## src/rtl/arcade_input_pkg.sv

```systemverilog
/* Arcade input shared definitions */

package arcade_input_pkg;

	// One player's controls, right in bit 0 as on a joystick word
	typedef struct packed {
		logic coin;
		logic start;
		logic fire_d;
		logic fire_c;
		logic fire_b;
		logic fire_a;
		logic up;
		logic down;
		logic left;
		logic right;
	} player_t;

	typedef struct packed {
		player_t p4;
		player_t p3;
		player_t p2;
		player_t p1;
	} joy_bank_t;

	// Keyboard players leave their coin field at zero
	typedef struct packed {
		logic coin3;
		logic coin2;
		logic coin1;
		player_t p2;
		player_t p1;
	} key_buttons_t;

	typedef struct packed {
		logic wr;
		logic [7:0] index;
		logic [24:0] addr;
		logic [7:0] data;
	} dl_write_t;

	typedef struct packed {
		logic [7:0] input4;
		logic [7:0] input3;
		logic [7:0] input2;
		logic [7:0] input1;
		logic [7:0] input0;
	} port_bank_t;

	typedef enum logic [2:0] {
		GAME_RAMPAGE = 3'd0,
		GAME_SARGE = 3'd1,
		GAME_POWERDRIVE = 3'd2,
		GAME_MAXRPM = 3'd3,
		GAME_NONE = 3'd7
	} game_t;

	typedef struct packed {
		logic [2:0] powerdrv_gear;
		logic [2:0] maxrpm_gear1;
		logic [2:0] maxrpm_gear2;
	} gear_state_t;

	localparam logic [7:0] GAME_SELECT_INDEX = 8'd1;
	localparam logic [7:0] DIP_INDEX = 8'd254;
	localparam int DIP_BYTES_DEFAULT = 8;

	// ========================================================================
	// Scan codes
	// ========================================================================
	localparam logic [7:0] KEY_P1_UP = 8'h75;
	localparam logic [7:0] KEY_P1_DOWN = 8'h72;
	localparam logic [7:0] KEY_P1_LEFT = 8'h6B;
	localparam logic [7:0] KEY_P1_RIGHT = 8'h74;
	localparam logic [7:0] KEY_P1_FIRE_A = 8'h14;
	localparam logic [7:0] KEY_P1_FIRE_B = 8'h11;
	localparam logic [7:0] KEY_P1_FIRE_C = 8'h29;
	localparam logic [7:0] KEY_P1_FIRE_D = 8'h12;
	localparam logic [7:0] KEY_F1 = 8'h05;
	localparam logic [7:0] KEY_1 = 8'h16;
	localparam logic [7:0] KEY_F2 = 8'h06;
	localparam logic [7:0] KEY_2 = 8'h1E;
	localparam logic [7:0] KEY_ESC = 8'h76;
	localparam logic [7:0] KEY_5 = 8'h2E;
	localparam logic [7:0] KEY_6 = 8'h36;
	localparam logic [7:0] KEY_7 = 8'h3D;
	localparam logic [7:0] KEY_P2_UP = 8'h2D;
	localparam logic [7:0] KEY_P2_DOWN = 8'h2B;
	localparam logic [7:0] KEY_P2_LEFT = 8'h23;
	localparam logic [7:0] KEY_P2_RIGHT = 8'h34;
	localparam logic [7:0] KEY_P2_FIRE_A = 8'h1C;
	localparam logic [7:0] KEY_P2_FIRE_B = 8'h1B;
	localparam logic [7:0] KEY_P2_FIRE_C = 8'h21;
	localparam logic [7:0] KEY_P2_FIRE_D = 8'h1D;

	// Max RPM gearbox switch pattern per gear position
	localparam logic [3:0] MAXRPM_GEAR_BITS [0:4] = '{4'h0, 4'h5, 4'h6, 4'h1, 4'h2};
	localparam logic [2:0] MAXRPM_GEAR_MAX = 3'd4;

endpackage

```

## src/rtl/key_decoder.sv

```systemverilog
/* Keyboard event decoder */

`timescale 1ns/1ns

module key_decoder (
	input logic clk_sys,
	input logic reset,
	input logic [10:0] ps2_key,
	output arcade_input_pkg::key_buttons_t buttons
);

	logic toggle_q;
	logic toggle_prev;
	logic pressed_q;
	logic [7:0] code_q;

	// Input stage, keeps following the keyboard through reset
	always_ff @(posedge clk_sys) begin
		toggle_q <= ps2_key[10];
		toggle_prev <= toggle_q;
		pressed_q <= ps2_key[9];
		code_q <= ps2_key[7:0];
	end

	// Event when the toggle bit moves
	always_ff @(posedge clk_sys) begin
		if (reset) begin
			buttons <= '0;
		end else if (toggle_q != toggle_prev) begin
			case (code_q)
				arcade_input_pkg::KEY_P1_UP: buttons.p1.up <= pressed_q;
				arcade_input_pkg::KEY_P1_DOWN: buttons.p1.down <= pressed_q;
				arcade_input_pkg::KEY_P1_LEFT: buttons.p1.left <= pressed_q;
				arcade_input_pkg::KEY_P1_RIGHT: buttons.p1.right <= pressed_q;
				arcade_input_pkg::KEY_P1_FIRE_A: buttons.p1.fire_a <= pressed_q;
				arcade_input_pkg::KEY_P1_FIRE_B: buttons.p1.fire_b <= pressed_q;
				arcade_input_pkg::KEY_P1_FIRE_C: buttons.p1.fire_c <= pressed_q;
				arcade_input_pkg::KEY_P1_FIRE_D: buttons.p1.fire_d <= pressed_q;
				// Function key or MAME style digit
				arcade_input_pkg::KEY_F1,
				arcade_input_pkg::KEY_1: buttons.p1.start <= pressed_q;
				arcade_input_pkg::KEY_F2,
				arcade_input_pkg::KEY_2: buttons.p2.start <= pressed_q;
				arcade_input_pkg::KEY_ESC,
				arcade_input_pkg::KEY_5: buttons.coin1 <= pressed_q;
				arcade_input_pkg::KEY_6: buttons.coin2 <= pressed_q;
				arcade_input_pkg::KEY_7: buttons.coin3 <= pressed_q;
				arcade_input_pkg::KEY_P2_UP: buttons.p2.up <= pressed_q;
				arcade_input_pkg::KEY_P2_DOWN: buttons.p2.down <= pressed_q;
				arcade_input_pkg::KEY_P2_LEFT: buttons.p2.left <= pressed_q;
				arcade_input_pkg::KEY_P2_RIGHT: buttons.p2.right <= pressed_q;
				arcade_input_pkg::KEY_P2_FIRE_A: buttons.p2.fire_a <= pressed_q;
				arcade_input_pkg::KEY_P2_FIRE_B: buttons.p2.fire_b <= pressed_q;
				arcade_input_pkg::KEY_P2_FIRE_C: buttons.p2.fire_c <= pressed_q;
				arcade_input_pkg::KEY_P2_FIRE_D: buttons.p2.fire_d <= pressed_q;
				default: ;
			endcase
		end
	end

endmodule

```

## src/rtl/config_regs.sv

```systemverilog
/* Game select and DIP switches */

`timescale 1ns/1ns

module config_regs #(
	parameter int DIP_BYTES = 8
) (
	input logic clk_sys,
	input logic reset,
	input arcade_input_pkg::dl_write_t dl,
	output arcade_input_pkg::game_t game,
	output logic [7:0] dip0,
	output logic dip_flag
);

	localparam int SLOT_W = (DIP_BYTES > 1) ? $clog2(DIP_BYTES) : 1;

	logic [7:0] select_q;
	logic [7:0] dip_q [DIP_BYTES];

	always_ff @(posedge clk_sys) begin
		if (reset) begin
			select_q <= 8'd0;
			for (int i = 0; i < DIP_BYTES; i++) begin
				dip_q[i] <= 8'hFF;
			end
		end else if (dl.wr) begin
			if (dl.index == arcade_input_pkg::GAME_SELECT_INDEX) begin
				select_q <= dl.data;
			end
			// Bytes past the bank are dropped
			if (dl.index == arcade_input_pkg::DIP_INDEX && dl.addr < 25'(DIP_BYTES)) begin
				dip_q[dl.addr[SLOT_W-1:0]] <= dl.data;
			end
		end
	end

	// Registered decode of the select byte
	always_ff @(posedge clk_sys) begin
		if (reset) begin
			game <= arcade_input_pkg::GAME_RAMPAGE;
		end else begin
			case (select_q)
				8'd0: game <= arcade_input_pkg::GAME_RAMPAGE;
				8'd1: game <= arcade_input_pkg::GAME_SARGE;
				8'd2: game <= arcade_input_pkg::GAME_POWERDRIVE;
				8'd3: game <= arcade_input_pkg::GAME_MAXRPM;
				default: game <= arcade_input_pkg::GAME_NONE;
			endcase
		end
	end

	assign dip0 = dip_q[0];
	assign dip_flag = dip_q[1][0];

endmodule

```

## src/rtl/gear_shifters.sv

```systemverilog
/* Power Drive and Max RPM gears */

`timescale 1ns/1ns

module gear_shifters (
	input logic clk_sys,
	input logic reset,
	input arcade_input_pkg::player_t [3:0] merged,
	output arcade_input_pkg::gear_state_t gears
);

	// Sampled button levels and their previous values
	logic [2:0] shift_q;
	logic [2:0] shift_prev;
	logic [1:0] up_q;
	logic [1:0] up_prev;
	logic [1:0] down_q;
	logic [1:0] down_prev;
	logic [1:0] start_q;

	logic [1:0] up_rise;
	logic [1:0] down_rise;

	// Start wins, then shift up, then shift down
	function automatic logic [2:0] next_gear(
		input logic [2:0] gear,
		input logic start,
		input logic up,
		input logic down
	);
		if (start)
			return 3'd0;
		if (up && gear != arcade_input_pkg::MAXRPM_GEAR_MAX)
			return gear + 3'd1;
		if (down && gear != 3'd0)
			return gear - 3'd1;
		return gear;
	endfunction

	assign up_rise = up_q & ~up_prev;
	assign down_rise = down_q & ~down_prev;

	always_ff @(posedge clk_sys) begin
		if (reset) begin
			shift_q <= '0;
			shift_prev <= '0;
			up_q <= '0;
			up_prev <= '0;
			down_q <= '0;
			down_prev <= '0;
			start_q <= '0;
			gears <= '0;
		end else begin
			shift_q <= {merged[2].fire_d, merged[1].fire_d, merged[0].fire_d};
			shift_prev <= shift_q;
			up_q <= {merged[1].fire_a, merged[0].fire_a};
			up_prev <= up_q;
			down_q <= {merged[1].fire_b, merged[0].fire_b};
			down_prev <= down_q;
			start_q <= {merged[1].start, merged[0].start};

			// Power Drive high/low toggle per player
			gears.powerdrv_gear <= gears.powerdrv_gear ^ (shift_q & ~shift_prev);
			gears.maxrpm_gear1 <= next_gear(gears.maxrpm_gear1, start_q[0],
				up_rise[0], down_rise[0]);
			gears.maxrpm_gear2 <= next_gear(gears.maxrpm_gear2, start_q[1],
				up_rise[1], down_rise[1]);
		end
	end

endmodule

```

## src/rtl/input_ports.sv

```systemverilog
/* Game input port builder */

`timescale 1ns/1ns

module input_ports (
	input arcade_input_pkg::key_buttons_t buttons,
	input arcade_input_pkg::joy_bank_t joy,
	input arcade_input_pkg::game_t game,
	input logic [7:0] dip0,
	input logic dip_flag,
	input logic dual_stick,
	input logic snd_stat,
	input arcade_input_pkg::gear_state_t gears,
	output arcade_input_pkg::player_t [3:0] merged,
	output arcade_input_pkg::port_bank_t ports
);

	logic any_coin;
	logic [3:0] stick1;
	logic [3:0] stick2;

	// Sarge sticks as {rd, ru, ld, lu}
	function automatic logic [3:0] two_sticks(
		input arcade_input_pkg::player_t p,
		input logic dual
	);
		if (dual)
			return {p.down | p.right, p.up | p.left, p.down | p.left, p.up | p.right};
		return {p.fire_b, p.fire_c, p.down, p.up};
	endfunction

	assign any_coin = buttons.coin1 | buttons.coin2 | buttons.coin3 |
		joy.p1.coin | joy.p2.coin | joy.p3.coin | joy.p4.coin;

	// ========================================================================
	// Keyboard and joystick merge
	// ========================================================================
	always_comb begin
		merged[0] = arcade_input_pkg::player_t'(buttons.p1 | joy.p1);
		merged[1] = arcade_input_pkg::player_t'(buttons.p2 | joy.p2);
		merged[2] = joy.p3;
		merged[3] = joy.p4;
		// Coin slots are separate only on Power Drive
		if (game == arcade_input_pkg::GAME_POWERDRIVE) begin
			merged[0].coin = buttons.coin1 | joy.p1.coin;
			merged[1].coin = buttons.coin2 | joy.p2.coin;
			merged[2].coin = joy.p3.coin;
		end else begin
			merged[0].coin = any_coin;
			merged[1].coin = 1'b0;
			merged[2].coin = 1'b0;
		end
		merged[3].coin = 1'b0;
	end

	assign stick1 = two_sticks(merged[0], dual_stick);
	assign stick2 = two_sticks(merged[1], dual_stick);

	// ========================================================================
	// Port layouts, active low
	// ========================================================================
	always_comb begin
		ports.input0 = 8'hFF;
		ports.input1 = 8'hFF;
		ports.input2 = 8'hFF;
		ports.input3 = dip0;
		ports.input4 = 8'hFF;
		case (game)
			arcade_input_pkg::GAME_RAMPAGE: begin
				ports.input0 = ~{2'b00, dip_flag, 3'b000, merged[1].coin, merged[0].coin};
				ports.input1 = ~{2'b00, merged[0].fire_b, merged[0].fire_a,
					merged[0].left, merged[0].down, merged[0].right, merged[0].up};
				ports.input2 = ~{2'b00, merged[1].fire_b, merged[1].fire_a,
					merged[1].left, merged[1].down, merged[1].right, merged[1].up};
				ports.input4 = ~{snd_stat, 1'b0, merged[2].fire_b, merged[2].fire_a,
					merged[2].left, merged[2].down, merged[2].right, merged[2].up};
			end
			arcade_input_pkg::GAME_SARGE: begin
				ports.input0 = ~{2'b00, dip_flag, 1'b0, merged[1].start, merged[0].start,
					merged[1].coin, merged[0].coin};
				ports.input1 = ~{merged[0].fire_d, merged[0].fire_d,
					merged[0].fire_a, merged[0].fire_a, stick1};
				ports.input2 = ~{merged[1].fire_d, merged[1].fire_d,
					merged[1].fire_a, merged[1].fire_a, stick2};
			end
			arcade_input_pkg::GAME_POWERDRIVE: begin
				ports.input0 = ~{2'b00, dip_flag, 2'b00, merged[2].coin, merged[1].coin,
					merged[0].coin};
				ports.input1 = ~{merged[1].fire_b, merged[1].fire_a, gears.powerdrv_gear[1],
					merged[1].fire_c, merged[0].fire_b, merged[0].fire_a,
					gears.powerdrv_gear[0], merged[0].fire_c};
				ports.input2 = ~{snd_stat, 3'b000, merged[2].fire_b, merged[2].fire_a,
					gears.powerdrv_gear[2], merged[2].fire_c};
			end
			arcade_input_pkg::GAME_MAXRPM: begin
				// Start and coin order swapped on this board
				ports.input0 = ~{dip_flag, 3'b000, merged[0].start, merged[1].start,
					merged[0].coin, merged[1].coin};
				ports.input2 = ~{arcade_input_pkg::MAXRPM_GEAR_BITS[gears.maxrpm_gear1],
					arcade_input_pkg::MAXRPM_GEAR_BITS[gears.maxrpm_gear2]};
			end
			default: ;
		endcase
	end

endmodule

```

## src/rtl/arcade_inputs_top.sv

```systemverilog
/* Arcade player inputs top level */

`timescale 1ns/1ns

module arcade_inputs_top #(
	parameter int DIP_BYTES = arcade_input_pkg::DIP_BYTES_DEFAULT
) (
	input logic clk_sys,
	input logic reset,
	input logic [10:0] ps2_key,
	input arcade_input_pkg::joy_bank_t joy,
	input arcade_input_pkg::dl_write_t dl,
	input logic dual_stick,
	input logic snd_stat,
	output arcade_input_pkg::port_bank_t ports
);

	arcade_input_pkg::key_buttons_t buttons;
	arcade_input_pkg::game_t game;
	logic [7:0] dip0;
	logic dip_flag;
	arcade_input_pkg::player_t [3:0] merged;
	arcade_input_pkg::gear_state_t gears;

	key_decoder u_keys (
		.clk_sys (clk_sys),
		.reset (reset),
		.ps2_key (ps2_key),
		.buttons (buttons)
	);

	config_regs #(
		.DIP_BYTES (DIP_BYTES)
	) u_config (
		.clk_sys (clk_sys),
		.reset (reset),
		.dl (dl),
		.game (game),
		.dip0 (dip0),
		.dip_flag (dip_flag)
	);

	// Gears feed back from the merged controls
	gear_shifters u_gears (
		.clk_sys (clk_sys),
		.reset (reset),
		.merged (merged),
		.gears (gears)
	);

	input_ports u_ports (
		.buttons (buttons),
		.joy (joy),
		.game (game),
		.dip0 (dip0),
		.dip_flag (dip_flag),
		.dual_stick (dual_stick),
		.snd_stat (snd_stat),
		.gears (gears),
		.merged (merged),
		.ports (ports)
	);

endmodule

```

## config.mk

```make
export PLATFORM = sky130hd
export DESIGN_NAME = arcade_inputs_top
export DESIGN_NICKNAME = d
export VERILOG_FILES = /design/src/rtl/arcade_input_pkg.sv /design/src/rtl/key_decoder.sv /design/src/rtl/config_regs.sv /design/src/rtl/gear_shifters.sv /design/src/rtl/input_ports.sv /design/src/rtl/arcade_inputs_top.sv
export SDC_FILE = /design/constraint.sdc
export NUM_CORES = 1
export LEC_CHECK = 0
export ABC_AREA = 1
export BUFFER_PORTS_ARGS = -buffer_cell sky130_fd_sc_hd__buf_4
export CORE_ASPECT_RATIO = 2
export CORE_UTILIZATION = 55
export DETAILED_ROUTE_END_ITERATION = 6
export GPL_ROUTABILITY_DRIVEN = 0
export HOLD_SLACK_MARGIN = 0.08
export MAX_ROUTING_LAYER = met4
export PLACE_DENSITY = 0.95
export SLEW_MARGIN = 20
export SYNTH_ARGS = -nofsm -noshare
export SYNTH_HDL_FRONTEND = slang
export SYNTH_SLANG_ARGS = --single-unit
```

## constraint.sdc

```tcl
create_clock -name clk_sys -period 3.2 [get_ports clk_sys]
set_input_delay 0.64 -clock clk_sys [delete_from_list [all_inputs] [get_ports clk_sys]]
set_output_delay 0.64 -clock clk_sys [all_outputs]
set_load 0.01 [all_outputs]
```

==> run summary, run 1 <==
status -> complete, but fails checks
failing checks -> design-rule violations
antenna cells -> 0
setup violators final -> 0
Post-synth EDFFs -> 9
distinct cell type count after synthesis -> 32
clock skew -> 7.15 ps
antenna viol nets, final -> 0
Die Area -> 7790 um2
dominant synthesized flop cell -> dfxtp_1
biggest fanout along the worst timing path -> 11
DRT Pass-1 Iters -> 7
Cell Area, Synth -> 4080 um2
Syn Area/Cell -> 6.67 um2
CTS resizes -> 0
Std-Cell Rows -> 44
Hold WS -> 400 ps
CTS clk-pin slew, worst paths -> 60 ps
Crit path buffers/inverters -> 2
critical path's most frequent cell -> nor2_1
max-capacitance violation count -> 0
sequential share of the synthesized area -> 40.0%
num ports -> 137
final hold vios -> 0
setup repair bufs after CTS -> 0
synth warn -> 0
Final Cycle Share -> 81.1%
final net count -> 835
Worst EP required -> 2560 ps
RSZ-0062 raised after global routing -> false
Seq. cell area -> 1630 um2
routed length per placed instance -> 14.6 um
FF+latch count, synth -> 77
most frequent cells in the layout -> nand2_1 (149), nor2_1 (125), buf_4 (124), inv_1 (70), dfxtp_1 (68)
CTS tree -> done
slowest CP cell -> dfxtp_1
vias in the first global route -> 4478
CTS root buffer -> clkbuf_16
CP endpoint kind -> output pin
R2R Setup Slk -> 1590 ps
Least-Margin Pin Slew -> 743 ps
CTS Buf Count -> 9
CORE AREA -> 7210 um2
Chip Width -> 62.9 um
Port Buf Inserts -> 122
Max Fclk -> 0.385 GHz
antenna violations before repair -> 0
CP delay by family, top -> simple AND/OR/NAND/NOR gates
hpwl dp -> 8670 um
vias per cell -> 5.42
Post-synth ARST share -> 0%
initial detailed-routing violation count -> 439
Die H -> 124 um
power per cell area -> 482 nW/um2
layout cells sized above 1 -> 22.9%
CP cell instances -> inv_2 -> nand2_1 -> nor2_1 -> nor2_1 -> nand3_1 -> buf_4
Filler Cell Count -> 543
GR Overflow Total -> 0
startpoint types -> flop
area post-placement -> 5010 um2
clk sinks -> 77
Peak supply drop -> 0.000375 V
# hold bufs at CTS -> 0
CTS max path bufs -> 2
drt drc -> 2
# H-tree levels -> 3
Final min period -> 2600 ps
critical path's largest stage delay -> 500 ps
gr usage total -> 34.2%
first-pass GRT wire length -> 19800 um
fin. max-slew vios -> 0
CP arrival -> 1960 ps
max_slew headroom -> 50.4%
Finished Cell Area -> 5360 um2
CP Class -> flop to output pin
Hold Path Class -> input port to flop
Worst Setup Slack, final -> 604 ps
commonest non-fill, non-tap cell in the layout -> nand2_1
multi-input logic area -> 2050 um2
Layout area overhead -> 31.4%
Setup WS pre-CTS -> 860 ps
initial core utilization -> 56.6%
routed via count -> 4481
Cells after Synth -> 612
Leak -> 2.57 nW
TNS Setup -> 0 ps
Tot Pwr -> 2.59 mW
DRT Wirelength -> 12100 um
largest net degree at the start of global routing -> 41
Worst-Skew Late Latency -> 340 ps
==> layout make-up <==
type                    count  area share (%)
multi-input cells         443            38.3
flip-flops and latches     77            30.4
well taps                  92            2.15
inverters                  75            5.25
clock inverters             6            2.05
repair buffers            124            17.4
clock buffers              10            4.46
==> registers in the layout, summed over array words and instances (netlist names) <==
register and count:
u_gears.shift_prev 3, u_config.select_q 8, u_gears.shift_q 3, u_gears.gears 9
u_keys.pressed_q 1, u_gears.start_q 2, u_gears.down_prev 2, u_keys.toggle_q 1
u_gears.down_q 2, u_config.dip_q 9, u_gears.up_q 2, u_gears.up_prev 2
u_keys.toggle_prev 1, u_keys.code_q 8, u_config.game 3, u_keys.buttons 21
==> Yosys cell counts (2+ instances only) <==
master    number  area, um2
buf_2          3       15.0
buf_6          2       22.5
inv_2          5       18.8
a21oi_1       34        170
clkbuf_1       5       18.8
inv_1         70        263
o21ai_1        2       10.0
o21ai_0       20        100
ha_1           8        100
nand3_1       48        240
o211ai_1       3       22.5
nand2_2        2       12.5
nand3_2        2       20.0
nor2_2         2       12.5
dfxtp_1       68       1360
o221ai_1       2       17.5
nor3_1         7       35.0
nand2_1      149        559
edfxtp_1       9        270
nor2_1       125        469
or2_2          9       56.3
nor2_4         5       56.3
nand4_1       16        100
buf_4          8       60.1
==> metal layers <==
| metal | share of wire [%] | routed length (um) | global-route usage [%] | vias up |
|---|---|---|---|---|
| met5 | 0 | 0 | - | - |
| met4 | 5.1 | 618 | 21.4 | 0 |
| met3 | 6.7 | 811 | 6.78 | 55 |
| met2 | 55 | 6660 | 63.0 | 245 |
| met1 | 33 | 4010 | 31.9 | 2014 |
| li1 | - | - | - | 2167 |
==> power by group <==
group | leakage [nW] | total, mW | switching (mW) | internal [mW]
Combinational | 1.76 | 0.366 | 0.204 | 0.161
Clock | 0.165 | 1.18 | 0.399 | 0.781
Sequential | 0.648 | 1.04 | 0.0285 | 1.01
==> cells by family after synthesis <==
kind of cell	after synthesis	synth area share, %
simple gates	366	38.7
buf+inv	94	9.84
flops	77	40.0
compound gates	65	8.74
fa+ha+maj	8	2.45
xor+xnor	1	0.215
other cells	1	0.0919
==> worst paths after layout <==
check                   startpoint                  to  cells after the start
setup / recovery  u_config.game[0]           ports[19]                      6
hold / removal          ps2_key[6]    u_keys.code_q[6]                      1
setup reg to reg   u_keys.toggle_q   u_keys.buttons[8]                      6
hold reg to reg    u_keys.toggle_q  u_keys.toggle_prev                      0
==> stage by stage <==
stage	utilization, %	instances
after floorplan	-	614
after global placement	69.5	811
after detailed placement	69.5	811
after CTS	74.4	827
after global routing	74.4	827
final	74.4	827
Note: power is estimated with default switching activity, not from simulation.
==> run 2, diff against run 1 <==
--- a/config.mk
+++ b/config.mk
@@ -8,12 +8,12 @@
 export ABC_AREA = 1
 export BUFFER_PORTS_ARGS = -buffer_cell sky130_fd_sc_hd__buf_4
 export CORE_ASPECT_RATIO = 2
-export CORE_UTILIZATION = 55
+export CORE_UTILIZATION = 51
 export DETAILED_ROUTE_END_ITERATION = 6
 export GPL_ROUTABILITY_DRIVEN = 0
 export HOLD_SLACK_MARGIN = 0.08
 export MAX_ROUTING_LAYER = met4
-export PLACE_DENSITY = 0.95
+export PLACE_DENSITY = 0.93
 export SLEW_MARGIN = 20
 export SYNTH_ARGS = -nofsm -noshare
 export SYNTH_HDL_FRONTEND = slang
==> constraint.sdc (replaced) <==
create_clock -name clk_sys -period 2.41 [get_ports clk_sys]
set_input_delay 0.482 -clock clk_sys [delete_from_list [all_inputs] [get_ports clk_sys]]
set_output_delay 0.482 -clock clk_sys [all_outputs]
set_load 0.01 [all_outputs]
==> run 2 against run 1 <==
- the flow now finishes without violations
- clock skew decreased by 1.5 ps
- sequential power rose by 33%
- via count increased by 2.3%
- design area is 1.2% lower
- non-clock buffer count increased by 1
- register-to-register slack got worse by 780 ps
- total power up 20%
- first-iteration DRC count increased by 7.5%
- highest routed layer unchanged
- critical path type unchanged
- die area increased by 7.6%
- worst setup slack got worse by 580 ps
- largest cell class unchanged
- global-route usage decreased by 2.9 points
==> run summary, run 2 (synthesized netlist as in run 1, its figures left out) <==
CTS Buf Count -> 9
Std-Cell Rows -> 45
crit path capture -> ports[18]
CTS root buffer -> clkbuf_16
# H-tree levels -> 3
vias per cell -> 5.53
first-pass GRT wire length -> 19500 um
CTS clk-pin slew, worst paths -> 60 ps
GR Overflow Total -> 0
status -> finished clean
CP Class -> flop to output pin
CP endpoint kind -> output pin
biggest fanout along the worst timing path -> 4
worst r2r dst -> u_keys.buttons[8]
Leak -> 2.54 nW
Layout area overhead -> 29.9%
most frequent cells in the layout -> nand2_1 (148), nor2_1 (125), buf_4 (125), inv_1 (70), dfxtp_1 (68)
Port Buf Inserts -> 122
final hold vios -> 0
critical path's largest stage delay -> 390 ps
Die H -> 128 um
Setup crit start -> u_gears.gears[0]
final net count -> 836
drt drc -> 0
routed via count -> 4586
CTS tree -> done
Least-Margin Pin Slew -> 756 ps
Peak supply drop -> 0.000495 V
Crit path buffers/inverters -> 3
gr usage total -> 31.3%
slowest CP cell -> dfxtp_1
# hold bufs at CTS -> 0
commonest non-fill, non-tap cell in the layout -> nand2_1
TNS Setup -> 0 ps
fin. max-slew vios -> 0
DRT Wirelength -> 11800 um
area post-placement -> 5020 um2
Finished Cell Area -> 5300 um2
RSZ-0062 raised after global routing -> false
routed length per placed instance -> 14.2 um
antenna viol nets, final -> 0
CTS max path bufs -> 2
Most flops, register -> u_keys.buttons
layout cells sized above 1 -> 22.6%
num ports -> 137
hpwl dp -> 9020 um
setup violators final -> 0
largest net degree at the start of global routing -> 41
initial detailed-routing violation count -> 472
setup repair bufs after CTS -> 0
Hold Path Class -> input port to flop
CORE AREA -> 7660 um2
startpoint types -> flop
CP cell instances -> inv_1 -> ha_1 -> inv_1 -> nor2_1 -> o21ai_0 -> nor2_1 -> o21ai_0 -> buf_4
max_slew headroom -> 49.6%
Max Fclk -> 0.419 GHz
CP delay by family, top -> flip-flops
r2r worst-path depth -> 5
antenna violations before repair -> 0
max-capacitance violation count -> 0
clk sinks -> 77
Tot Pwr -> 3.10 mW
worst flop-to-flop path startpoint -> u_keys.toggle_q
Worst-Skew Late Latency -> 330 ps
Final Cycle Share -> 99.0%
max FFs per register -> 21
clock skew -> 5.67 ps
Largest regs -> u_keys.buttons x21, u_config.dip_q x9, u_gears.gears x9
Worst EP required -> 1930 ps
Die Area -> 8380 um2
power per cell area -> 585 nW/um2
Chip Width -> 65.2 um
antenna cells -> 0
Worst path depth -> 8
DRT Pass-1 Iters -> 6
initial core utilization -> 53.3%
vias in the first global route -> 4546
CP arrival -> 1900 ps
Final min period -> 2390 ps
R2R Setup Slk -> 810 ps
==> run 2: changes by cell type in the layout (fill, tap and decap cells not counted), sizes merged <==
cell      previous run  this run
bufinv               3         0
clkbuf              10        15
buf                124       125
clkinvlp             2         0
==> run 2: cell type report <==
type | instances | area [um2]
clock inverters | 1 | 5.00
flip-flops and latches | 77 | 1630
well taps | 94 | 118
multi-input cells | 443 | 2060
fillers | 638 | 2360
inverters | 75 | 282
clock buffers | 15 | 268
repair buffers | 125 | 938
==> run 2: worst min path at each step <==
stage	start	endpoint	slack, ps	cells after the start
floorplan	u_keys.toggle_q	u_keys.toggle_prev	380	0
global placement	u_keys.toggle_q	u_keys.toggle_prev	380	0
detailed placement	u_keys.toggle_q	u_keys.toggle_prev	390	0
CTS	ps2_key[10]	u_keys.toggle_q	240	1
global route	ps2_key[4]	u_keys.code_q[4]	240	1
finish	ps2_key[7]	u_keys.code_q[7]	250	1
==> run 2: worst register-to-register path, stage by stage (launching register included) <==
cell     delay, ps
dfxtp_1        380
nor2_1          90
nor2_4         570
nand3_1        200
a21oi_1        190
nor2_1          60
==> run 2: metal layers <==
metal	part of all wire [%]	GRT usage [%]	vias to the layer above	wire length (um)
li1	-	-	2181	-
met1	33	29.4	2018	3860
met2	53	54.3	299	6200
met3	7.6	6.38	88	893
met4	7.1	23.4	0	832
met5	0	-	-	0
==> run 2: through the flow <==
| stage | setup slack [ps] | hold WS, ps | cells | utilization, % |
|---|---|---|---|---|
| after detailed placement | 362 | 391 | 814 | 65.6 |
| after global routing | 16.6 | 242 | 830 | 69.2 |
| after global placement | 402 | 381 | 814 | 65.6 |
| after floorplan | 696 | 376 | 614 | - |
| final | 24.2 | 251 | 830 | 69.2 |
| after CTS | 80.8 | 244 | 830 | 69.2 |
==> run 2: repair_timing <==
| action | CTS | global route |
|---|---|---|
| endpoints found under the hold margin | 0 | 0 |
| gates resized for setup | 0 | 1 |
| endpoints found under the setup margin | 0 | 3 |
==> run 2: report_power, final <==
group	internal, mW	total (mW)	switching, mW
Sequential	1.34	1.38	0.0367
Clock	0.753	1.23	0.481
Combinational	0.216	0.487	0.271
Total	2.31	3.10	0.789
